File: config.mk
export PLATFORM = sky130hd
export DESIGN_NAME = edge_pe_flat
export DESIGN_NICKNAME = d
export VERILOG_FILES = /design/src/rtl/edge_pkg.sv /design/src/rtl/graph_bus_if.sv /design/src/rtl/edge_pe.sv /design/src/flat_wrapper.sv
export SDC_FILE = /design/constraint.sdc
export NUM_CORES = 1
export LEC_CHECK = 0
export ABC_AREA = 1
export CORE_UTILIZATION = 58
export CTS_CLUSTER_DIAMETER = 120
export DETAILED_ROUTE_END_ITERATION = 8
export DONT_BUFFER_PORTS = 1
export PLACE_DENSITY = 0.79
export SETUP_SLACK_MARGIN = 0.15
export SYNTH_ARGS = -nofsm -noshare
export SYNTH_HDL_FRONTEND = slang
export SYNTH_SLANG_ARGS = --single-unit
File: constraint.sdc
create_clock -name clk -period 2.6 [get_ports clk]
set_input_delay 0.26 -clock clk [delete_from_list [all_inputs] [get_ports clk]]
set_output_delay 0.26 -clock clk [all_outputs]
set_load 0.05 [all_outputs]
File: src/rtl/edge_pkg.sv
package edge_pkg;

    localparam int NODE_W     = 7;
    localparam int LANE_W     = 8;
    localparam int NUM_LANES  = 2;
    localparam int SUM_W      = 12;  // holds MAX_DEGREE full-scale lanes
    localparam int MAX_DEGREE = 8;
    localparam int DEG_W      = 4;

    typedef logic [NODE_W-1:0] node_id_t;

    typedef struct packed {
        node_id_t node;
    } task_t;

    typedef struct packed {
        node_id_t                         node;
        logic [DEG_W-1:0]                 degree;
        logic [NUM_LANES-1:0][SUM_W-1:0]  sum;
    } result_t;

    typedef enum logic {
        BUS_NEIGHBOR = 1'b0,
        BUS_FEATURE  = 1'b1
    } bus_kind_t;

    typedef enum logic [1:0] {
        LOAD_DEGREE   = 2'd0,
        LOAD_NEIGHBOR = 2'd1,
        LOAD_FEATURE  = 2'd2
    } load_sel_t;

    // two ids in the low bits, or lane 1 over lane 0
    typedef logic [NUM_LANES*LANE_W-1:0] bus_data_t;

endpackage

File: src/rtl/graph_bus_if.sv
`timescale 1ns/10ps

interface graph_bus_if import edge_pkg::*; ();

    logic             req;
    bus_kind_t        kind;
    node_id_t         node;
    logic             grant;       // one-cycle pulse
    logic             rsp_valid;
    logic             rsp_last;
    bus_data_t        rsp_data;
    logic [DEG_W-1:0] rsp_degree;

    modport pe (
        output req, kind, node,
        input  grant, rsp_valid, rsp_last, rsp_data, rsp_degree
    );

    modport arb (
        input  req, kind, node,
        output grant, rsp_valid, rsp_last, rsp_data, rsp_degree
    );

endinterface

File: src/rtl/edge_pe.sv
`timescale 1ns/10ps

module edge_pe import edge_pkg::*; (
    input  logic    clk,
    input  logic    reset,
    input  logic    task_valid,
    input  task_t   task_in,
    output logic    idle,
    graph_bus_if.pe bus,
    output logic    done,
    output result_t result,
    input  logic    result_accept
);
    localparam int SLOT_W = $clog2(MAX_DEGREE);

    typedef enum logic [2:0] {
        S_IDLE,
        S_NBR_REQ,
        S_NBR_STREAM,
        S_FEAT_REQ,
        S_FEAT_WAIT,
        S_DONE
    } state_t;

    state_t                          state;
    node_id_t                        target;
    logic [DEG_W-1:0]                degree;
    node_id_t                        nbr_ids [MAX_DEGREE];
    logic [SLOT_W-1:0]               wr_slot;   // next free neighbor slot
    logic [SLOT_W-1:0]               feat_idx;  // neighbor being fetched
    logic [NUM_LANES-1:0][SUM_W-1:0] sums;
    logic                            last_feat;

    assign idle      = (state == S_IDLE);
    assign done      = (state == S_DONE);
    assign last_feat = (DEG_W'(feat_idx) + 1'b1) == degree;

    // request lines follow the state, so req holds until grant
    assign bus.req  = (state == S_NBR_REQ) || (state == S_FEAT_REQ);
    assign bus.kind = (state == S_FEAT_REQ) ? BUS_FEATURE : BUS_NEIGHBOR;
    assign bus.node = (state == S_FEAT_REQ) ? nbr_ids[feat_idx] : target;

    assign result = '{node: target, degree: degree, sum: sums};

    always_ff @(posedge clk) begin
        if (reset) begin
            state    <= S_IDLE;
            wr_slot  <= '0;
            feat_idx <= '0;
        end else begin
            case (state)
                S_IDLE: begin
                    if (task_valid) state <= S_NBR_REQ;
                end
                S_NBR_REQ: begin
                    if (bus.grant) begin
                        state   <= S_NBR_STREAM;
                        wr_slot <= '0;
                    end
                end
                S_NBR_STREAM: begin
                    if (bus.rsp_valid) begin
                        wr_slot <= wr_slot + SLOT_W'(2);
                        if (bus.rsp_last) begin
                            feat_idx <= '0;
                            // no neighbors means nothing to sum
                            state    <= (bus.rsp_degree == '0) ? S_DONE : S_FEAT_REQ;
                        end
                    end
                end
                S_FEAT_REQ: begin
                    if (bus.grant) state <= S_FEAT_WAIT;
                end
                S_FEAT_WAIT: begin
                    if (bus.rsp_valid) begin
                        feat_idx <= feat_idx + 1'b1;
                        state    <= last_feat ? S_DONE : S_FEAT_REQ;
                    end
                end
                S_DONE: begin
                    if (result_accept) state <= S_IDLE;  // held while result queue is full
                end
                default: state <= S_IDLE;
            endcase
        end
    end

    always_ff @(posedge clk) begin
        if (idle && task_valid) begin
            target <= task_in.node;
            sums   <= '0;
        end
        if (state == S_NBR_STREAM && bus.rsp_valid) begin
            nbr_ids[wr_slot]        <= bus.rsp_data[NODE_W-1:0];
            nbr_ids[wr_slot + 1'b1] <= bus.rsp_data[2*NODE_W-1:NODE_W];
            degree                  <= bus.rsp_degree;
        end
        if (state == S_FEAT_WAIT && bus.rsp_valid) begin
            for (int l = 0; l < NUM_LANES; l++) begin
                sums[l] <= sums[l] + SUM_W'(bus.rsp_data[l*LANE_W +: LANE_W]);
            end
        end
    end

endmodule

File: src/flat_wrapper.sv
// flat-port wrapper written by rule: the top's interface ports become plain ports
module edge_pe_flat import edge_pkg::*;
  (clk, reset, task_valid, task_in, idle, done, result, result_accept, bus_req, bus_kind, bus_node, bus_grant, bus_rsp_valid, bus_rsp_last, bus_rsp_data, bus_rsp_degree);
  graph_bus_if bus_i ();
  input  logic clk;
  input  logic reset;
  input  logic task_valid;
  input  task_t task_in;
  output logic idle;
  output logic done;
  output result_t result;
  input  logic result_accept;
  output wire logic [$bits(bus_i.req)-1:0] bus_req;
  output wire logic [$bits(bus_i.kind)-1:0] bus_kind;
  output wire logic [$bits(bus_i.node)-1:0] bus_node;
  input wire logic [$bits(bus_i.grant)-1:0] bus_grant;
  input wire logic [$bits(bus_i.rsp_valid)-1:0] bus_rsp_valid;
  input wire logic [$bits(bus_i.rsp_last)-1:0] bus_rsp_last;
  input wire logic [$bits(bus_i.rsp_data)-1:0] bus_rsp_data;
  input wire logic [$bits(bus_i.rsp_degree)-1:0] bus_rsp_degree;
  assign bus_req = bus_i.req;
  assign bus_kind = bus_i.kind;
  assign bus_node = bus_i.node;
  assign bus_i.grant = bus_grant;
  assign bus_i.rsp_valid = bus_rsp_valid;
  assign bus_i.rsp_last = bus_rsp_last;
  assign bus_i.rsp_data = bus_rsp_data;
  assign bus_i.rsp_degree = bus_rsp_degree;
  edge_pe u_core (.clk(clk), .reset(reset), .task_valid(task_valid), .task_in(task_in), .idle(idle), .bus(bus_i), .done(done), .result(result), .result_accept(result_accept));
endmodule
Yosys cells after proc, flatten, opt, wreduce, memory -nomap -nowiden
Memories as Yosys holds them, arrays and structs flattened. A register that Yosys moved wholly into a read port is not among the register bits.
Index checks and enable logic that the tools add are counted.
{"block": "classes", "n_addsub": 6, "n_eq_ne": 13, "muxes": 25, "n_reduce_logical": 12}
{"operator": "24-bit two-way mux", "count": 2}
{"operator": "3-bit two-way mux", "count": 16}
{"operator": "12-bit by 8-bit adder with 12-bit output", "count": 2}
{"operator": "3-bit one-hot mux with 6 select lines", "count": 1}
{"operator": "2-bit inequality test, second input constant", "count": 6}
{"operator": "3-bit one-hot mux with 2 select lines", "count": 2}
{"operator": "7-bit two-way mux", "count": 1}
{"operator": "7-bit AND reduction", "count": 1}
{"operator": "3-bit by 1-bit adder with 3-bit output, second input constant", "count": 2}
{"operator": "3-bit by 2-bit == test with 1-bit output, second input constant", "count": 2}
{"operator": "3-bit == test, second input constant", "count": 2}
{"operator": "2-bit nonzero test", "count": 3}
{"operator": "3-bit by 1-bit adder with 4-bit output, second input constant", "count": 1}
{"operator": "4-bit == test", "count": 1}
{"operator": "4-bit zero test", "count": 1}
{"operator": "4-bit AND reduction", "count": 1}
{"operator": "3-bit by 2-bit adder with 3-bit output, second input constant", "count": 1}
{"operator": "3-bit by 1-bit == test with 1-bit output, second input constant", "count": 1}
{"operator": "1-bit logical AND", "count": 3}
{"operator": "3-bit zero test", "count": 1}
{"operator": "1-bit two-way mux", "count": 3}
{"operator": "3-bit AND reduction", "count": 1}
{"operator": "2-bit by 1-bit inequality test with 1-bit output, second input constant", "count": 1}
{"operator": "1-bit logical OR", "count": 1}
{"block": "word_totals", "regBits": 44, "ramBits": 56, "input_bits": 34, "memories": 1}
{"name": "u_core.nbr_ids", "depth": 8, "word_bits": 7, "rd": 1, "rd_clocked_by_memory_dff": 1, "write_ports": 2, "line_no": "edge_pe.sv:28", "rtl": "node_id_t nbr_ids [MAX_DEGREE];"}

Logic depth before layout (Yosys ltp)
Gate-level depths: netlist of the first run.
{"block": "depth", "ltp_word": 5, "depth_mapped": 11, "mapped_depth_nobuf": 11}

Worst setup path before layout of the first run
No wires, ideal clock.
{"block": "synth_timing", "kind": "reg-to-reg", "startpoint": "reg u_core.state[0]", "endpoint": "reg u_core.sums, in the netlist u_core.result[0] (enable)", "setup_time_ps": 438, "t_arrival_ps": 3115, "t_required_ps": 2162, "setup_slack_ps": -954, "stages_incl_launch_ff": 6, "n_path_buf": 0, "synth_period_minus_slack_ps": 3554, "path_cell_list": "dfxtp_1 -> inv_2 -> nand2_2 -> nor2_1 -> inv_1 -> o21ai_0"}
{"block": "synth_via", "elab_chain_len": 3, "word_cells_on_any_way": 5}
{"element": "start: declaration", "line_no": "edge_pe.sv:25", "rtl": "state_t state;"}
{"element": "start signal: assignment", "line_no": "edge_pe.sv:67", "rtl": "state <= (bus.rsp_degree == '0) ? S_DONE : S_FEAT_REQ;"}
{"element": "start signal: assignment", "line_no": "edge_pe.sv:77", "rtl": "state <= last_feat ? S_DONE : S_FEAT_REQ;"}
{"element": "3-bit zero test", "line_no": "edge_pe.sv:34", "rtl": "assign idle = (state == S_IDLE);"}
{"element": "via idle", "line_no": "flat_wrapper.sv:9", "rtl": "output logic idle;"}
{"element": "1-bit logical AND", "line_no": "edge_pe.sv:89", "rtl": "if (idle && task_valid) begin"}
{"element": "2-bit nonzero test (no source line)"}
{"element": "end signal: indexed assignment", "line_no": "edge_pe.sv:100", "rtl": "sums[l] <= sums[l] + SUM_W'(bus.rsp_data[l*LANE_W +: LANE_W]);"}
{"element": "end: declaration", "line_no": "edge_pe.sv:31", "rtl": "logic [NUM_LANES-1:0][SUM_W-1:0] sums;"}
The timed path passes the listed nets, and every way through them passes these cells.
A chain may end at the register's enable or synchronous reset.

Worst setup path in the final report of the first run
{"block": "layout_timing", "startpoint": "reg u_core.state[1]", "endpoint": "out bus_node[1]"}
{"block": "layout_via", "elab_chain_len": 2}
{"element": "3-bit by 2-bit == test with 1-bit output", "line_no": "edge_pe.sv:41", "rtl": "assign bus.node = (state == S_FEAT_REQ) ? nbr_ids[feat_idx] : target;"}
{"element": "7-bit two-way mux", "line_no": "edge_pe.sv:41"}
{"element": "end: declaration", "line_no": "flat_wrapper.sv:15", "rtl": "output wire logic [$bits(bus_i.node)-1:0] bus_node;"}
No other way between the ends.

==> metrics, run 1 <==
status finished clean; crit-path max cell delay 0.46 ns; top-count cell post-synth nand2_1; clk slew on worst S/H paths 0.11 ns; Leak 0.00245 uW; top_reg_cell synth edfxtp_1; Port-buffer cells 0; post-synthesis cell area 5500 um2; f_max 0.423 GHz; layout cells sized above 1 0.103; Tightest Hold Check Type input pin to flip-flop; clk_skew 0.0162 ns; setup TNS 0 ns; FP Rows 35; root buf cell clkbuf_8; Die X 99.4 um; worst reg2reg setup slack 0.49 ns; DRT Pass-1 Iters 4; DRC viols 0; Hold Buf Count CTS 19; Vias 4190; critical setup path kind flip-flop to output port; height of the chip 99.4 um; vias in the first global route 4025; die area 9870 um2; number of cells on the critical path 4; fraction of the cycle the final worst path needs 0.910; Mapped Cells 591; Setup crit end bus_node[1]; Reg2Reg Depth 11; post_cts resized 0; Detailed Route Iter0 Violations 295; CP delay by family, top simple AND/OR/NAND/NOR gates; Finished Cell Area 6030 um2; power density cells 703 nW/um2; max cap viols 0; clk_lat worst skew 0.38 ns; r2r endpoint u_core.result[10]; starting density of the core 0.598; Async SR Flop Fraction 0; gpl congestion 0.960; TritonCTS clock tree yes; remaining global-route overflow 0; post-synth top area share 0.497; largest net degree at the start of global routing 29; CP required 2.34 ns; CTS Buf Count 9; wire per inst 16.7 um; maximum vdd ir drop 0.000393 V; initial antenna violation count 0; # Post-CTS Setup Buffers 0; area leader, netlist edfxtp_1; Avg Inst Size Synth 9.30 um2; Overall Global Routing Usage 0.261; worst slew pin tran 0.733 ns; min Tclk post-route 2.37 ns; Commonest cells post-synth 108 x nand2_1, 91 x edfxtp_1, 89 x nor2_1, 57 x o21ai_0, 52 x inv_1; top cells by area, synth edfxtp_1 50%, nand2_1 7.4%, nor2_1 6.1%; Hold Fails Final Rpt 0; Post-synth EDFFs 91; DR vias/cell 5.70; Critical Path, Cell by Cell inv_1 > nor2_8 > o211ai_1 > nand2_1; Final Max Tran Viols 0; unrepaired setup endpoints after global routing false; Seq/Total Area, Yosys 0.537; Inst Count DP 700; Top Ports 80; Antenna diodes 0; Worst Path Buf+Inv 1; Post-DP HPWL 8550 um; area grow syn2layout 9.72%; final net count 676; first-pass GRT wire length 19700 um; Core ar. 9200 um2; CTS sink count 102; Worst EP arrival 2.11 ns; Clock Path Buffers 2; slew margin rel. 0.509; Worst setup EP type output port; H-tree Lvls 3; FF-to-FF Start u_core.result[0]; synth warn 0; maximum fanout along the worst path 11; post-synthesis cell type count 36; Placed Area 5660 um2; CP startpoint kind flip-flop; Layout Cells excl Fill 735; antenna viol nets, final 0; Max stage delay cell, worst path dfxtp_1; syn_nets 648; CP Launch Point u_core.state[1]; Setup violations, final 0; Yosys reg bits 102; WL final 12300 um
flip-flops by register name, summed over array words and instances (netlist names), named ones only:
name,cells
u_core.nbr_ids,56
u_core.result,24
u_core.degree,4
u_core.target,7
u_core.wr_slot,2
u_core.feat_idx,3
u_core.state,3
logic make-up after synthesis:
family / Yosys count / synth area share
flops: 102 / 0.537
xor+xnor: 2 / 0.00319
buf+inv: 81 / 0.0653
simple gates: 238 / 0.196
fa+ha+maj: 23 / 0.0551
compound gates: 145 / 0.143
through the flow:
stage	setup slack [ns]	utilization	power [uW]	hold WS [ns]
2_1_floorplan	0.401	-	3040	0.329
3_5_place_dp	0.538	0.616	3280	0.336
4_1_cts	0.221	0.656	4240	0.0670
5_1_grt	0.152	0.656	4420	0.0701
3_3_place_gp	0.613	0.616	3250	0.332
6_report	0.235	0.656	4240	0.0712
cell usage in the layout, fill, tap and decap left out, types with 2 or more instances in the layout:
master / instances
xor2_1: 2
o21ai_1: 32
o21ai_2: 2
clkinv_2: 2
fa_1: 2
buf_4: 21
nand2_1: 108
o211ai_1: 15
edfxtp_1: 91
dlygate4sd3_1: 19
clkbuf_8: 9
nor2_8: 5
o21ai_0: 56
inv_2: 5
inv_1: 52
a21o_1: 2
ha_1: 21
a21oi_1: 32
clkinv_4: 2
nand3_1: 22
dfxtp_1: 11
a21oi_2: 2
nor2_2: 2
nand4_1: 2
inv_6: 2
nand2_2: 5
nor2_1: 88
power by group:
group / switching [uW] / internal [uW] / total, uW
Clock: 592 / 362 / 954
Combinational: 813 / 303 / 1120
Sequential: 237 / 1930 / 2170
cell type report:
class,count,area [um2]
clock buffer,9,124
clock inverter,7,56.3
fill,726,3160
multi-input combinational,408,2190
timing repair buffer,40,348
sequential,102,2950
tap,111,139
inverter,58,220
worst min-delay path by stage:
stage,startpoint,to,slack (ns),depth (start not counted)
global placement,reset,u_core.state[1],0.33,1
global route,bus_rsp_data[7],u_core.nbr_ids[7][0],0.07,2
CTS,bus_rsp_data[11],u_core.nbr_ids[7][4],0.07,2
finish,bus_rsp_data[11],u_core.nbr_ids[7][4],0.07,2
floorplan,reset,u_core.state[1],0.33,1
detailed placement,reset,u_core.state[2],0.34,1
metal layers:
metal / wire length (um) / up-vias / GRT usage
met3: 806 / 13 / 0.0682
li1: - / 2072 / -
met4: 149 / 0 / 0.0701
met5: 0 / - / 0
met2: 6030 / 138 / 0.444
met1: 5300 / 1967 / 0.333
(Power assumes the default switching activity.)
==> run 2: changes to the inputs <==
CORE_UTILIZATION = 60   (was 58)
CTS_BUF_LIST = sky130_fd_sc_hd__clkbuf_2   (was default)
PLACE_DENSITY = 0.82   (was 0.79)
==> run 2 against run 1 <==
  * Fmax rose by 0.24%
  * The flow now finishes with violations (DRC)
  * Routed wire length rose by 2.7%
  * Sequential power barely moved
  * Highest routed layer unchanged
  * Sequential share of layout area fell by 0.50 points
  * Utilization rose by 3.7 points
  * Register-to-register slack barely moved
  * Combinational power barely moved
  * Critical endpoint unchanged
  * First-iteration DRC count rose by 6.1%
  * Power fell by 1.6%
==> metrics, run 2 (synthesized netlist as in run 1, its figures left out) <==
status finished, violations left; violations in the final reports DRC; f_max 0.424 GHz (+0.24%); Vias 4353 (+3.9%); Worst setup EP type output port; Tot Pwr 4170 uW (-1.6%); CTS sink count 102 (unchanged); Inst Count DP 695 (-0.71%); Final Max Tran Viols 0 (unchanged); wire per inst 17.0 um (+1.7%); vias in the first global route 4113 (+2.2%); fraction of the cycle the final worst path needs 0.908 (-0.00221); DRC viols 4 (+4); Tightest Hold Check Type input pin to flip-flop; gpl congestion 0.953 (-0.75%); Core ar. 8810 um2 (-4.2%); power density cells 683 nW/um2 (-2.8%); root buf cell clkbuf_2; height of the chip 97.7 um (-1.6%); antenna viol nets, final 0 (unchanged); hold_sp bus_grant; CTS Buf Count 9 (unchanged); FF-to-FF Start u_core.result[0]; DRT Pass-1 Iters 7 (+3); clk_skew 0.0514 ns (+0.0352 ns); DR vias/cell 5.87 (+2.9%); CP Launch Point u_core.state[1]; Hold Fails Final Rpt 0 (unchanged); Overall Global Routing Usage 0.272 (+0.0114); first-pass GRT wire length 20100 um (+2.1%); Post-DP HPWL 8470 um (-0.98%); Setup violations, final 0 (unchanged); final-layout fill cell count 677 (-6.7%); register containing the most flip-flops in the final layout u_core.nbr_ids; most frequent cells in the layout 101 x nand2_1, 91 x edfxtp_1, 88 x nor2_1; Top Ports 80 (unchanged); worst slew pin tran 0.717 ns (-0.0159 ns); Worst EP arrival 2.10 ns (about the same); Placed Area 5640 um2 (-0.33%); maximum fanout along the worst path 7 (-4); slew margin rel. 0.520 (+0.0107); Clock Path Buffers 2 (unchanged); Leak 0.00247 uW (+0.81%); CP startpoint kind flip-flop; WL final 12600 um (+2.7%); Port-buffer cells 0 (unchanged); maximum vdd ir drop 0.000419 V (+6.7%); Antenna diodes 0 (unchanged); critical setup path kind flip-flop to output port; remaining global-route overflow 0 (unchanged); unrepaired setup endpoints after global routing false; initial antenna violation count 0 (unchanged); final net count 686 (+1.5%); max FFs per register 56 (unchanged); Finished Cell Area 6110 um2 (+1.2%); starting density of the core 0.624 (+0.0265); min Tclk post-route 2.36 ns (-0.00575 ns); clk slew on worst S/H paths 0.30 ns (+0.19 ns); die area 9550 um2 (-3.3%); setup TNS 0 ns (unchanged); Fin Hold WS 0.0398 ns (-0.0314 ns); layout cells sized above 1 0.120 (+0.0173); Layout Cells excl Fill 742 (+0.95%); max cap viols 0 (unchanged); H-tree Lvls 3 (unchanged); FP Rows 34 (-2.9%); Detailed Route Iter0 Violations 313 (+6.1%); most common cell after layout, fill and taps aside nand2_1; CP required 2.34 ns (about the same); Die X 97.7 um (-1.6%); area grow syn2layout 11.0%; clk_lat worst skew 0.61 ns (+0.23 ns); TritonCTS clock tree yes; largest net degree at the start of global routing 29 (unchanged)
-- run 2: cell types whose count changed in the layout (fill, tap and decap cells not counted), sizes merged --
| cell | delta |
|---|---|
| buf | +1 |
| clkinvlp | +1 |
| nor2 | +1 |
| bufinv | +1 |
| clkinv | -2 |
| dlygate4sd3 | +8 |
-- run 2: area by class of cell --
| type | count | area [um2] | area share |
|---|---|---|---|
| clock buffer | 9 | 45.0 | 0.00738 |
| multi-input combinational | 409 | 2220 | 0.364 |
| timing repair buffer | 49 | 437 | 0.0715 |
| tap | 108 | 135 | 0.0221 |
| clock inverter | 7 | 85.1 | 0.0139 |
| inverter | 58 | 224 | 0.0367 |
| sequential | 102 | 2960 | 0.484 |
-- run 2: path summary, 6_finish.rpt --
| path | to | slack, ns | cells after the start |
|---|---|---|---|
| worst max-delay path | bus_node[1] | 0.24 | 4 |
| worst min-delay path | u_core.wr_slot[2] | 0.04 | 4 |
| worst max register to register | u_core.result[10] | 0.50 | 11 |
| worst min register to register | flip-flop | 0.55 | 2 |
-- run 2: through the flow --
step                utilization  setup slack, ns
floorplan                     -            0.401
finish                    0.693            0.240
global route              0.693            0.160
detailed placement        0.641            0.562
CTS                       0.689            0.150
global placement          0.641            0.587
-- run 2: critical path, cell delays in order, from the launching register on --
cell and delay, ns:
dfxtp_2 0.48, clkinvlp_4 0.24, nor2_8 0.35, o211ai_1 0.19
nand2_2 0.28
-- run 2: timing repair --
action,CTS,global route
hold buffers,27,0
endpoints found under the setup margin,7,7
setup buffers,0,3
resized for setup,8,4
gates cloned,0,1
pin swaps,1,2
endpoints found under the hold margin,80,0
-- run 2: per-layer routing --
| metal | vias to the layer above | global-route usage | wire length [um] |
|---|---|---|---|
| li1 | 2096 | - | - |
| met2 | 207 | 0.475 | 6360 |
| met1 | 2033 | 0.332 | 4960 |
| met4 | 0 | 0.0909 | 205 |
| met3 | 17 | 0.0687 | 1100 |
| met5 | - | 0 | 0 |
-- run 2: power breakdown --
| part | internal, uW | total [uW] | switching [uW] |
|---|---|---|---|
| Sequential | 1940 | 2200 | 264 |
| Combinational | 322 | 1140 | 823 |
| Clock | 246 | 829 | 583 |
