===== src/rtl/edge_pkg.sv =====
package edge_pkg;

    localparam int NODE_W     = 7;
    localparam int LANE_W     = 8;
    localparam int NUM_LANES  = 2;
    localparam int SUM_W      = 12;  // holds MAX_DEGREE full-scale lanes
    localparam int MAX_DEGREE = 8;
    localparam int DEG_W      = 4;

    typedef logic [NODE_W-1:0] node_id_t;

    typedef struct packed {
        node_id_t node;
    } task_t;

    typedef struct packed {
        node_id_t                         node;
        logic [DEG_W-1:0]                 degree;
        logic [NUM_LANES-1:0][SUM_W-1:0]  sum;
    } result_t;

    typedef enum logic {
        BUS_NEIGHBOR = 1'b0,
        BUS_FEATURE  = 1'b1
    } bus_kind_t;

    typedef enum logic [1:0] {
        LOAD_DEGREE   = 2'd0,
        LOAD_NEIGHBOR = 2'd1,
        LOAD_FEATURE  = 2'd2
    } load_sel_t;

    // two ids in the low bits, or lane 1 over lane 0
    typedef logic [NUM_LANES*LANE_W-1:0] bus_data_t;

endpackage


===== src/rtl/credit_queue.sv =====
`timescale 1ns/10ps

module credit_queue #(
    parameter type payload_t = logic,
    parameter int  DEPTH     = 4
) (
    input  logic     clk,
    input  logic     reset,
    input  logic     push,
    input  payload_t push_data,
    input  logic     pop,
    output payload_t head,
    output logic     not_empty,
    output logic     full
);
    localparam int PTR_W = (DEPTH > 1) ? $clog2(DEPTH) : 1;
    localparam int CNT_W = $clog2(DEPTH + 1);

    payload_t         mem [DEPTH];
    logic [PTR_W-1:0] rd_ptr;
    logic [PTR_W-1:0] wr_ptr;
    logic [CNT_W-1:0] count;
    logic             do_push;
    logic             do_pop;

    function automatic logic [PTR_W-1:0] wrap_inc(input logic [PTR_W-1:0] p);
        return (p == PTR_W'(DEPTH - 1)) ? '0 : p + 1'b1;
    endfunction

    assign not_empty = (count != '0);
    assign full      = (count == CNT_W'(DEPTH));
    assign do_pop    = pop && not_empty;
    assign do_push   = push && (!full || do_pop);  // full queue still takes a push with a pop
    assign head      = mem[rd_ptr];

    always_ff @(posedge clk) begin
        if (reset) begin
            rd_ptr <= '0;
            wr_ptr <= '0;
            count  <= '0;
        end else begin
            if (do_push) wr_ptr <= wrap_inc(wr_ptr);
            if (do_pop) rd_ptr <= wrap_inc(rd_ptr);
            case ({do_push, do_pop})
                2'b10:   count <= count + 1'b1;
                2'b01:   count <= count - 1'b1;
                default: count <= count;
            endcase
        end
    end

    always_ff @(posedge clk) begin
        if (do_push) mem[wr_ptr] <= push_data;
    end

endmodule


===== src/rtl/result_port.sv =====
`timescale 1ns/10ps

module result_port import edge_pkg::*; #(
    parameter int NUM_PE         = 2,
    parameter int RESULT_CREDITS = 4
) (
    input  logic              clk,
    input  logic              reset,
    input  logic [NUM_PE-1:0] pe_done,
    input  result_t           pe_result [NUM_PE],
    output logic [NUM_PE-1:0] pe_accept,
    input  logic              result_credit,
    output logic              result_valid,
    output node_id_t          result_node,
    output logic [DEG_W-1:0]  result_degree,
    output logic [SUM_W-1:0]  result_sum0,
    output logic [SUM_W-1:0]  result_sum1
);
    localparam int CRED_W = $clog2(RESULT_CREDITS + 1);

    logic [NUM_PE-1:0] rr_mask;   // PEs above the last one accepted
    logic [NUM_PE-1:0] upper;
    logic [NUM_PE-1:0] pick_vec;
    logic [CRED_W-1:0] credits;
    logic              push;
    logic              q_not_empty;
    logic              q_full;
    result_t           push_data;
    result_t           head;

    assign upper     = pe_done & rr_mask;
    assign pick_vec  = (|upper) ? (upper & -upper) : (pe_done & -pe_done);
    assign pe_accept = q_full ? '0 : pick_vec;
    assign push      = |pe_accept;

    always_comb begin
        push_data = '0;
        for (int i = 0; i < NUM_PE; i++) begin
            if (pick_vec[i]) push_data = pe_result[i];
        end
    end

    credit_queue #(
        .payload_t (result_t),
        .DEPTH     (RESULT_CREDITS)
    ) u_result_q (
        .clk       (clk),
        .reset     (reset),
        .push      (push),
        .push_data (push_data),
        .pop       (result_valid),
        .head      (head),
        .not_empty (q_not_empty),
        .full      (q_full)
    );

    // one result per cycle while a credit is held
    assign result_valid  = q_not_empty && (credits != '0);
    assign result_node   = head.node;
    assign result_degree = head.degree;
    assign result_sum0   = head.sum[0];
    assign result_sum1   = head.sum[1];

    always_ff @(posedge clk) begin
        if (reset) begin
            credits <= CRED_W'(RESULT_CREDITS);
            rr_mask <= '1;
        end else begin
            credits <= credits + CRED_W'(result_credit) - CRED_W'(result_valid);
            if (push) rr_mask <= ~((pick_vec << 1) - 1'b1);
        end
    end

endmodule


===== config.mk =====
export PLATFORM = sky130hd
export DESIGN_NAME = result_port
export DESIGN_NICKNAME = d
export VERILOG_FILES = /design/src/rtl/edge_pkg.sv /design/src/rtl/credit_queue.sv /design/src/rtl/result_port.sv
export SDC_FILE = /design/constraint.sdc
export NUM_CORES = 1
export LEC_CHECK = 0
export ABC_AREA = 1
export BUFFER_PORTS_ARGS = -buffer_cell sky130_fd_sc_hd__buf_2
export CAP_MARGIN = 20
export CORE_MARGIN = 2
export CORE_UTILIZATION = 60
export DETAILED_ROUTE_END_ITERATION = 10
export PLACE_DENSITY = 0.95
export SYNTH_ARGS = -nofsm -noshare
export SYNTH_HDL_FRONTEND = slang
export SYNTH_SLANG_ARGS = --single-unit

===== constraint.sdc =====
create_clock -name clk -period 7.1 [get_ports clk]
set_input_delay 0.71 -clock clk [delete_from_list [all_inputs] [get_ports clk]]
set_output_delay 0.71 -clock clk [all_outputs]
set_load 0.01 [all_outputs]

# After elaboration in Yosys (flattened, before gate mapping)
# Memory sizes are Yosys's and may differ from the RTL's. A register that Yosys moved wholly into a read port is not among the register bits.
# Index checks and enable logic that the tools add are counted.
# op_classes
reduce_logical,10
shifts,0
bitwise,4
div,0
n_eq_ne,5
mul,0
n_lt_le_gt_ge,0
mux,11
addsub,9
# ops
op,n
$mux 35,2
$mux 2,6
$and 2x2->2,3
$eq 2x2->1 const B,3
$pmux 3 s2,1
$reduce_bool 3->1,2
$add 2x1->2 const B,2
$neg 2->2,2
$reduce_or 2->1,2
$add 3x1->3,1
$add 3x1->3 const B,1
$eq 3x3->1 const B,1
$logic_and 1x1->1,3
$sub 3x1->3,1
$sub 3x1->3 const B,1
$eq 2x1->1 const B,1
$mux 1,2
$not 2->2,1
$reduce_bool 2->1,1
$sub 2x1->2 const B,1
$logic_not 1->1,1
$logic_or 1x1->1,1
# word_totals
romBits,0
input_bits,75
n_memories,1
latch_bits,0
ramBits,140
output_inout_bits,38
wordCells,45
regBits,12
# mem_list
memory,words,word_bits,rd,rd_ports_with_merged_regs,write_ports,line_no,text
u_result_q.mem,4,35,1,1,1,credit_queue.sv:19,payload_t mem [DEPTH];

# Logic depth before layout (Yosys ltp)
# Gate-level depths: netlist of the first run.
# logic_depth
ltp_word,9
ltp_mapped,13
ltp_nobuf,13

# Hierarchy
# Synthesis of the first run repeated with hierarchy kept, for this count alone.
# unflattened
cells_unflattened,566
hier_area_um2,6623.9
# modules_own_cells
mod,cells_per_inst,seq_area_each_um2,n_inst,area_each_um2
credit_queue,404,4384.2,1,5699.2
result_port,162,100.1,1,924.6

# Worst setup path after synthesis of the first run
# OpenSTA, ideal clock, no wires.
# synth_path
path_type,input to register
startpoint,input port pe_done[0]
endpoint,memory u_result_q.mem[0][0] (netlist bit) (enable)
stages,2
arrival_time_ps,2302
n_path_buf,0
setup_slack_ps,4371
setup_ps,427
t_required_ps,6673
cell_sequence,o21ai_2 nor2_1
# synth_between
elab_chain_len,9
elab_cells_between_ends,12
cone_classes,add/sub: 2; mux: 4; bitwise: 3; reduce/logical: 3
# synth_rtl
item,line_no,text
from (decl),result_port.sv:9,"input logic [NUM_PE-1:0] pe_done,"
$and 2x2->2,result_port.sv:31,assign upper = pe_done & rr_mask;
$neg 2->2,result_port.sv:32,assign pick_vec = (|upper) ? (upper & -upper) : (pe_done & -pe_done);
$and 2x2->2,result_port.sv:32,
$mux 2 (*),result_port.sv:32,
$mux 2 (*),result_port.sv:33,assign pe_accept = q_full ? '0 : pick_vec;
$reduce_or 2->1 (*),result_port.sv:34,assign push = |pe_accept;
$logic_and 1x1->1 (*),credit_queue.sv:33,assign do_push = push && (!full || do_pop);
$mux 1 (*),credit_queue.sv:53,if (do_push) mem[wr_ptr] <= push_data;
$mux 1 (not written as such) (*),credit_queue.sv:53,
to (decl),credit_queue.sv:19,
# Every way passes the cells marked *; elsewhere a longest branch is shown, timed or not.

# Worst setup path after layout of the first run
# layout_path
startpoint,input port pe_done[1]
endpoint,output port pe_accept[0]
# layout_between
elab_chain_len,4
# layout_rtl
item,line_no,text
$and 2x2->2,result_port.sv:31,
$reduce_or 2->1,result_port.sv:32,
$mux 2,result_port.sv:32,
$mux 2,result_port.sv:33,
to (decl),result_port.sv:11,"output logic [NUM_PE-1:0] pe_accept,"
# Every way passes these cells.

==> results of run 1 <==
## worst max-delay path: stages
cell and delay, ns:
buf_2 0.62, nand2_1 0.20, o21ai_4 0.82, nor2_1 0.11, buf_2 0.19
## cell type report
class / instances / area share
inverter: 59 / 0.0285
timing repair buffer: 120 / 0.0898
tap: 136 / 0.0219
multi-input combinational: 310 / 0.207
clock buffer: 18 / 0.0538
sequential: 154 / 0.577
clock inverter: 14 / 0.0221
## worst min-delay path by stage
stage,from,endpoint,slack (ns),cells after the start
2_1_floorplan,rr_mask[1],rr_mask[1],0.45,2
3_3_place_gp,rr_mask[1],rr_mask[1],0.46,2
3_5_place_dp,rr_mask[1],rr_mask[1],0.47,2
4_1_cts,reset,credits[0],0.37,2
5_1_grt,reset,credits[0],0.38,2
6_report,reset,credits[0],0.38,2
## cells in the mapped netlist, types with 2 or more instances
cell type  count  share of area
o21ai_0       83          0.064
o211ai_1       2         0.0023
edfxtp_1     140           0.65
clkbuf_2       3         0.0023
buf_4          5         0.0058
o22ai_1       35          0.034
fa_1           2         0.0062
nor2_1        90          0.052
o21ai_1       27          0.021
o21ai_4        2         0.0050
dfxtp_1       14          0.043
a21oi_1        2         0.0016
buf_2         11         0.0085
nand2_1       19          0.011
ha_1           8          0.016
inv_1         58          0.034
nand3_1       37          0.029
clkbuf_1      10         0.0058
## routing by layer
metal	vias up	GRT usage
met2	345	0.488
met1	2328	0.346
met5	-	0
met4	0	0.149
met3	76	0.0726
li1	2184	-
## cells by family (layout without fill, tap and decap cells)
logic type / count (synthesis) / in the layout / synth area share
AND/OR/NAND/NOR: 147 / 147 / 0.0931
XOR/XNOR: 1 / 1 / 0.00136
buffers and inverters: 90 / 211 / 0.0592
AO/OA/AOI/OAI: 152 / 152 / 0.130
flip-flops: 154 / 154 / 0.695
adder cells (fa/ha/maj): 10 / 10 / 0.0217
## through the flow
| step | area (µm²) | power [µW] |
|---|---|---|
| after floorplan | 6450 | 1950 |
| after global placement | 7070 | 2240 |
| after detailed placement | 7070 | 2320 |
| after CTS | 7660 | 3230 |
| after global routing | 7770 | 3440 |
| final | 7770 | 3290 |
## power groups by stage
stage	combinational, µW	sequential (µW)	clock [µW]
6_report	1060	1330	905
5_1_grt	1160	1340	942
4_1_cts	998	1330	904
3_5_place_dp	981	1340	0
3_3_place_gp	923	1320	0
2_1_floorplan	628	1320	0
## flip-flops by register name, summed over array words and instances, names as in the netlist, named ones only
register / count
u_result_q.mem: 140
u_result_q.rd_ptr: 2
u_result_q.wr_ptr: 2
u_result_q.count: 3
rr_mask: 2
credits: 3
==> impl_metrics.tcl, run 1 <==
set metrics [dict create \
    maxCapViolCount 0 \
    p_sw_frac 0.348 \
    syn_area_mm2 0.00645 \
    r2r_setup_slack_ns 4.95 \
    reg2reg_to "u_result_q.mem[3][0]" \
    clk_pin_slew_ns 0.06 \
    via_per_inst 6.08 \
    antenna_left 0 \
    multiInputGateArea_mm2 0.00161 \
    tns_ns 0 \
    ctsHoldBuffers 0 \
    mostFrequentLayoutCell "edfxtp_1" \
    wl_met1_um 5860 \
    period_needed_ns 3.36 \
    drc_errors 0 \
    grt_max_degree 72 \
    placement.setup.worst_slack_ns 3.76 \
    cts_buffers 17 \
    syn2layout_area_growth_pct 20.5 \
    die_height_um 108 \
    postSynthAreaPerCell_um2 11.6 \
    firstDrtPassIters 5 \
    initial_utilization 0.622 \
    ys_seq_area_frac 0.695 \
    setup_slack_ns 3.74 \
    die-width_um 108 \
    holdWs_ns 0.376 \
    synth_warnings 0 \
    cts.htree.levels 4 \
    final_hold_viol_count 0 \
    num_antenna_cells 0 \
    clock_latency_ns 0.53 \
    startpoint_type "input port" \
    first_iter_violations 676 \
    synth_cell_types 24 \
    place_hpwl_um 9130 \
    clk_path_buf_depth 2 \
    critPathMaxFanout 40 \
    ff2ff_path_depth 3 \
    antenna_found_initial 0 \
    skew_ns 0.00741 \
    maxSlewViolCount 0 \
    fin_nets 747 \
    grt_pass1_vias 4878 \
    p_comb_frac 0.323 \
    cts-root-buf "clkbuf_8" \
    cp-startpoint "pe_done[1]" \
    max-slew-margin-rel 0.321 \
    critical_path_arrival_ns 2.65 \
    internal_power_uw 2150 \
    seq_area_mm2 0.00449 \
    clock_power_share 0.275 \
    finalWirelength_um 16500 \
    fill_cells 633 \
    net-switching-power_uw 1150 \
    wl_met2_um 8420 \
    fin_util 0.750 \
    cts_setup_buffers 0 \
    synth_ff_type "edfxtp_1" \
    port_buffers 112 \
    min_path_type "in2reg" \
    num_vias 4933 \
    ys_seq_elements 154 \
    fin_crit_sh 0.474 \
    synth_edf_count 140 \
    leakage_uw 0.00310 \
    finalSetupViolCount 0 \
    power_frac_seq 0.403 \
    synthArstFlopShare 0 \
    dp_cells 774 \
    end_kind "output pin" \
    ir_drop_mv 0.275 \
    num_io_pins 113 \
    die_area_mm2 0.0116 \
    endpoint "pe_accept[0]" \
    p_per_area_mw_per_mm2 424 \
    routabilityCongestion 0.714 \
    grt_pass1_wl_um 24800 \
    ctsResizeCount 0 \
    synthesis.instances 554 \
    fmax_ghz 0.297 \
    wl_met3_um 1400 \
    status "finished clean" \
    drive_gt1_frac 0.237 \
    overflow 0 \
    grt_use_total 0.290 \
    mostFrequentLayoutCells "140 x edfxtp_1, 112 x buf_2, 87 x nor2_1" \
    final_cells 811 \
    tightestPinTransition_ns 1.01 \
    cts_tree "yes" \
    top_layer_used "met4" \
    fp.coreArea_mm2 0.0104 \
    r2r_start "rr_mask[1]" \
    wl_per_cell_um 20.3 \
    rows 37 \
    worst_ep_required_time_ns 6.39 \
    synth_fp_nets 639 \
    cts_sinks 154 \
    rsz0062_at_grt "no" \
    crit_type "in2out" \
]
Note: power is estimated with default switching activity, not from simulation.
==> run 2, diff against run 1 <==
Settings changed: CORE_UTILIZATION 60 to 50, PLACE_DENSITY 0.95 to 0.86.
Clock period 7.1 ns to 2.88 ns, I/O delays scaled along.
==> impl_metrics.tcl, run 2 (synthesis results as in run 1) <==
set metrics [dict create \
    busiest_layer "met2" \
    r2r_start "u_result_q.count[1]" \
    syn2layout_area_growth_pct 19.7 \
    multiInputGateArea_mm2 0.00161 \
    ctsResizeCount 0 \
    crit_family "buffers and inverters" \
    cts-root-buf "clkbuf_16" \
    critical_path_arrival_ns 2.18 \
    clk_pin_slew_ns 0.06 \
    finalSetupViolCount 0 \
    num_io_pins 113 \
    mostFrequentLayoutCell "edfxtp_1" \
    cts.htree.levels 4 \
    skew_ns 0.00953 \
    dp_cells 819 \
    max-slew-margin-rel 0.392 \
    slowest_delay_ns 0.55 \
    initial_utilization 0.511 \
    worst_ep_required_time_ns 2.59 \
    final_area_mm2 0.00772 \
    place_area_mm2 0.00718 \
    grt_pass1_vias 4728 \
    largest_reg_flops 140 \
    use_met1 0.271 \
    cts_tree "yes" \
    drc_errors 0 \
    drive_gt1_frac 0.244 \
    gr-usage-met3 0.0610 \
    r2r_setup_slack_ns 0.83 \
    fp.coreArea_mm2 0.0126 \
    place_hpwl_um 9020 \
    routabilityCongestion 0.809 \
    die-width_um 118 \
    crit_chain "inv_2 -> buf_4 -> o21ai_0 -> o22ai_1 -> buf_2" \
    num_vias 4686 \
    regMostFlops "u_result_q.mem" \
    hp-start "reset" \
    rsz0062_at_grt "no" \
    fin_nets 751 \
    rows 41 \
    clock_latency_ns 0.41 \
    maxSlewViolCount 0 \
    critPathMaxFanout 44 \
    first_iter_violations 463 \
    fill_cells 1023 \
    final_hold_viol_count 0 \
    finalWirelength_um 14800 \
    port_buffers 112 \
    maxCapViolCount 0 \
    firstDrtPassIters 5 \
    status "finished clean" \
    clk_path_buf_depth 2 \
    cts_sinks 154 \
    antenna_left 0 \
    die_area_mm2 0.0138 \
    ctsHoldBuffers 0 \
    startpoint_type "flip-flop" \
    seq_area_mm2 0.00449 \
    crit_type "reg2out" \
    min_path_type "in2reg" \
    grtUsageMet2 0.373 \
    antenna_found_initial 0 \
    largestRegisters "u_result_q.mem: 140 flops, credits: 3 flops, u_result_q.count: 3 flops" \
    ir_drop_mv 0.444 \
    mostFrequentLayoutCells "140 x edfxtp_1, 112 x buf_2, 87 x nor2_1" \
    via_per_inst 5.51 \
    fin_crit_sh 0.855 \
    cpMaxStageDelayCell "inv_2" \
    grt_use_total 0.221 \
    tns_ns 0 \
    grt_max_degree 71 \
    path_buf_inv 3 \
    p_per_area_mw_per_mm2 1000 \
    cts_setup_buffers 0 \
    period_needed_ns 2.46 \
    grt_pass1_wl_um 23500 \
    die_height_um 118 \
    tightestPinTransition_ns 0.912 \
    num_antenna_cells 0 \
    fmax_ghz 0.406 \
    cts_buffers 17 \
    wl_per_cell_um 17.3 \
    overflow 0 \
    end_kind "output pin" \
    leakage_uw 0.00306 \
    final_cells 851 \
]
## run 2: area by class of cell
| type | instances | share of cell area |
|---|---|---|
| inverter | 59 | 0.0287 |
| tap | 172 | 0.0279 |
| timing repair buffer | 124 | 0.0842 |
| clock inverter | 15 | 0.0152 |
| multi-input combinational | 310 | 0.208 |
| clock buffer | 17 | 0.0551 |
| sequential | 154 | 0.581 |
## run 2: path summary, 6_finish.rpt
check                           cells past startpoint                  end
worst max register to register                     10  u_result_q.count[2]
worst min register to register                      2           rr_mask[1]
worst min-delay path                                2           credits[0]
worst max-delay path                                5       result_sum1[8]
## run 2: report_power, final
part | internal [µW] | switching [µW]
combinational | 802 | 1690
sequential | 3090 | 143
clock | 1110 | 894
total | 5010 | 2730
## run 2: metrics by stage
step	total power [µW]	setup slack, ns	hold WS, ns	util
after detailed placement	5780	0.604	0.489	0.569
final	7740	0.417	0.0796	0.612
after global routing	8180	0.289	0.0622	0.612
after global placement	5620	0.724	0.465	0.569
after floorplan	4810	0.363	0.359	-
after CTS	7770	0.438	0.0631	0.612
## run 2: layer usage
| layer | up-vias | wire (µm) |
|---|---|---|
| li1 | 2196 | - |
| met1 | 2263 | 5980 |
| met2 | 200 | 7380 |
| met3 | 27 | 1090 |
| met4 | 0 | 297 |
| met5 | - | 0 |
==> run 3, diff against run 2 <==
Settings changed: CELL_PAD_IN_SITES_DETAIL_PLACEMENT set to 2, CELL_PAD_IN_SITES_GLOBAL_PLACEMENT set to 2, CORE_UTILIZATION 50 to 33.
==> impl_metrics.tcl, run 3 (synthesis results as in run 1) <==
set metrics [dict create \
    grt_use_total 0.182 \
    max-slew-margin-rel 0.384 \
    status "finished clean" \
    crit_cells 4 \
    initial_utilization 0.334 \
    grt_pass1_vias 5359 \
    via_per_inst 4.94 \
    port_buffers 112 \
    skew_ns 0.00686 \
    endpoint "result_sum0[5]" \
    cts_sinks 154 \
    finalSetupViolCount 0 \
    die_area_mm2 0.0207 \
    period_needed_ns 2.37 \
    maxCapViolCount 0 \
    final_hold_viol_count 0 \
    overflow 0 \
    first_iter_violations 193 \
    cts_tree "yes" \
    routabilityCongestion 0.728 \
    cpMaxStageDelayCell "buf_4" \
    firstDrtPassIters 4 \
    largestRegisters "u_result_q.mem: 140 flops, credits: 3 flops, u_result_q.count: 3 flops" \
    end_kind "output pin" \
    gr-usage-met3 0.0470 \
    fin_crit_sh 0.823 \
    cts_setup_buffers 0 \
    leakage_uw 0.00309 \
    mostFrequentLayoutCells "140 x edfxtp_1, 112 x buf_2, 87 x nor2_1" \
    fp.coreArea_mm2 0.0193 \
    num_io_pins 113 \
    syn2layout_area_growth_pct 22.4 \
    clk_path_buf_depth 2 \
    ff2ff_path_depth 12 \
    worst_ep_required_time_ns 2.59 \
    wl_per_cell_um 19.0 \
    cts.htree.levels 4 \
    grtUsageMet2 0.335 \
    drive_gt1_frac 0.240 \
    rsz0062_at_grt "no" \
    place_hpwl_um 11600 \
    grt_max_degree 71 \
    critical_path_arrival_ns 2.08 \
    num_vias 4660 \
    die-width_um 144 \
    ctsResizeCount 0 \
    min_path_type "in2reg" \
    cts_buffers 17 \
    path_buf_inv 2 \
    use_met1 0.207 \
    busiest_layer "met2" \
    crit_type "reg2out" \
    crit_chain "buf_4 -> o21ai_0 -> o22ai_1 -> buf_2" \
    regMostFlops "u_result_q.mem" \
    ctsHoldBuffers 0 \
    rows 51 \
    holdWs_ns 0.0726 \
    fmax_ghz 0.422 \
    fin_nets 751 \
    placement.setup.worst_slack_ns 0.590 \
    num_antenna_cells 0 \
    maxSlewViolCount 0 \
    setup_slack_ns 0.509 \
    mostFrequentLayoutCell "edfxtp_1" \
    grt_pass1_wl_um 28000 \
    die_height_um 144 \
    ir_drop_mv 0.492 \
    antenna_found_initial 0 \
    antenna_left 0 \
    drc_errors 0 \
    tightestPinTransition_ns 0.923 \
    largest_reg_flops 140 \
    cts-root-buf "clkbuf_16" \
    reg2reg_to "u_result_q.count[2]" \
    crit_family "buffers and inverters" \
    clk_pin_slew_ns 0.06 \
    critPathMaxFanout 70 \
    p_per_area_mw_per_mm2 1020 \
    clock_latency_ns 0.43 \
    slowest_delay_ns 0.57 \
    tns_ns 0 \
    r2r_setup_slack_ns 0.60 \
    startpoint_type "flip-flop" \
    r2r_start "u_result_q.count[0]" \
    finalWirelength_um 18000 \
]
==> run 3: cell types whose count changed in the layout (fill, tap and decap cells not counted), sizes merged <==
cell      previous run  this run
inv                 64        59
bufinv               0         3
clkinv               5         7
clkbuf              17        18
clkinvlp             5         4
==> run 3: how the worst min path moves through the flow <==
stage / startpoint / slack [ns] / cells after the start / end
floorplan: reset / 0.36 / 1 / credits[0]
global placement: rr_mask[1] / 0.47 / 2 / rr_mask[1]
detailed placement: rr_mask[1] / 0.48 / 2 / rr_mask[1]
CTS: reset / 0.05 / 2 / credits[0]
global route: reset / 0.07 / 2 / credits[0]
finish: reset / 0.07 / 2 / credits[0]
==> run 3: report_power, final <==
part	total (µW)	switching [µW]	leakage, µW	internal, µW
combinational	2540	1730	0.00138	812
sequential	3310	213	0.00144	3100
clock	2210	866	0.000274	1350
==> run 3: final cells by class <==
cell class	instances	area, µm²
Timing Repair Buffer	124	663
Fill cell	2054	11400
Tap cell	265	332
Clock inverter	14	155
Clock buffer	18	429
Inverter	59	221
Sequential cell	154	4490
Multi-Input combinational cell	310	1610
==> run 3: per-stage QoR <==
stage,cell area [µm²],power [µW],instances,utilization
6_report,7900,8070,944,0.408
5_1_grt,7900,8560,944,0.408
4_1_cts,7900,8210,944,0.408
3_5_place_dp,7310,5950,912,0.378
3_3_place_gp,7310,5720,912,0.378
2_1_floorplan,6450,4810,554,-
==> run 3: worst reg2reg max path: cells and delay by family (launching register included) <==
| kind | cells | cell delay, ns |
|---|---|---|
| compound gates | 1 | 0.31 |
| simple gates | 7 | 0.70 |
| fa+ha+maj | 2 | 0.69 |
| flops | 1 | 0.32 |
| buf+inv | 2 | 0.16 |
==> run 3: per-layer routing <==
| metal | share of wire | vias to the layer above |
|---|---|---|
| met5 | 0 | - |
| met4 | 0.012 | 0 |
| met3 | 0.039 | 17 |
| met2 | 0.53 | 117 |
| met1 | 0.41 | 2335 |
| li1 | - | 2191 |
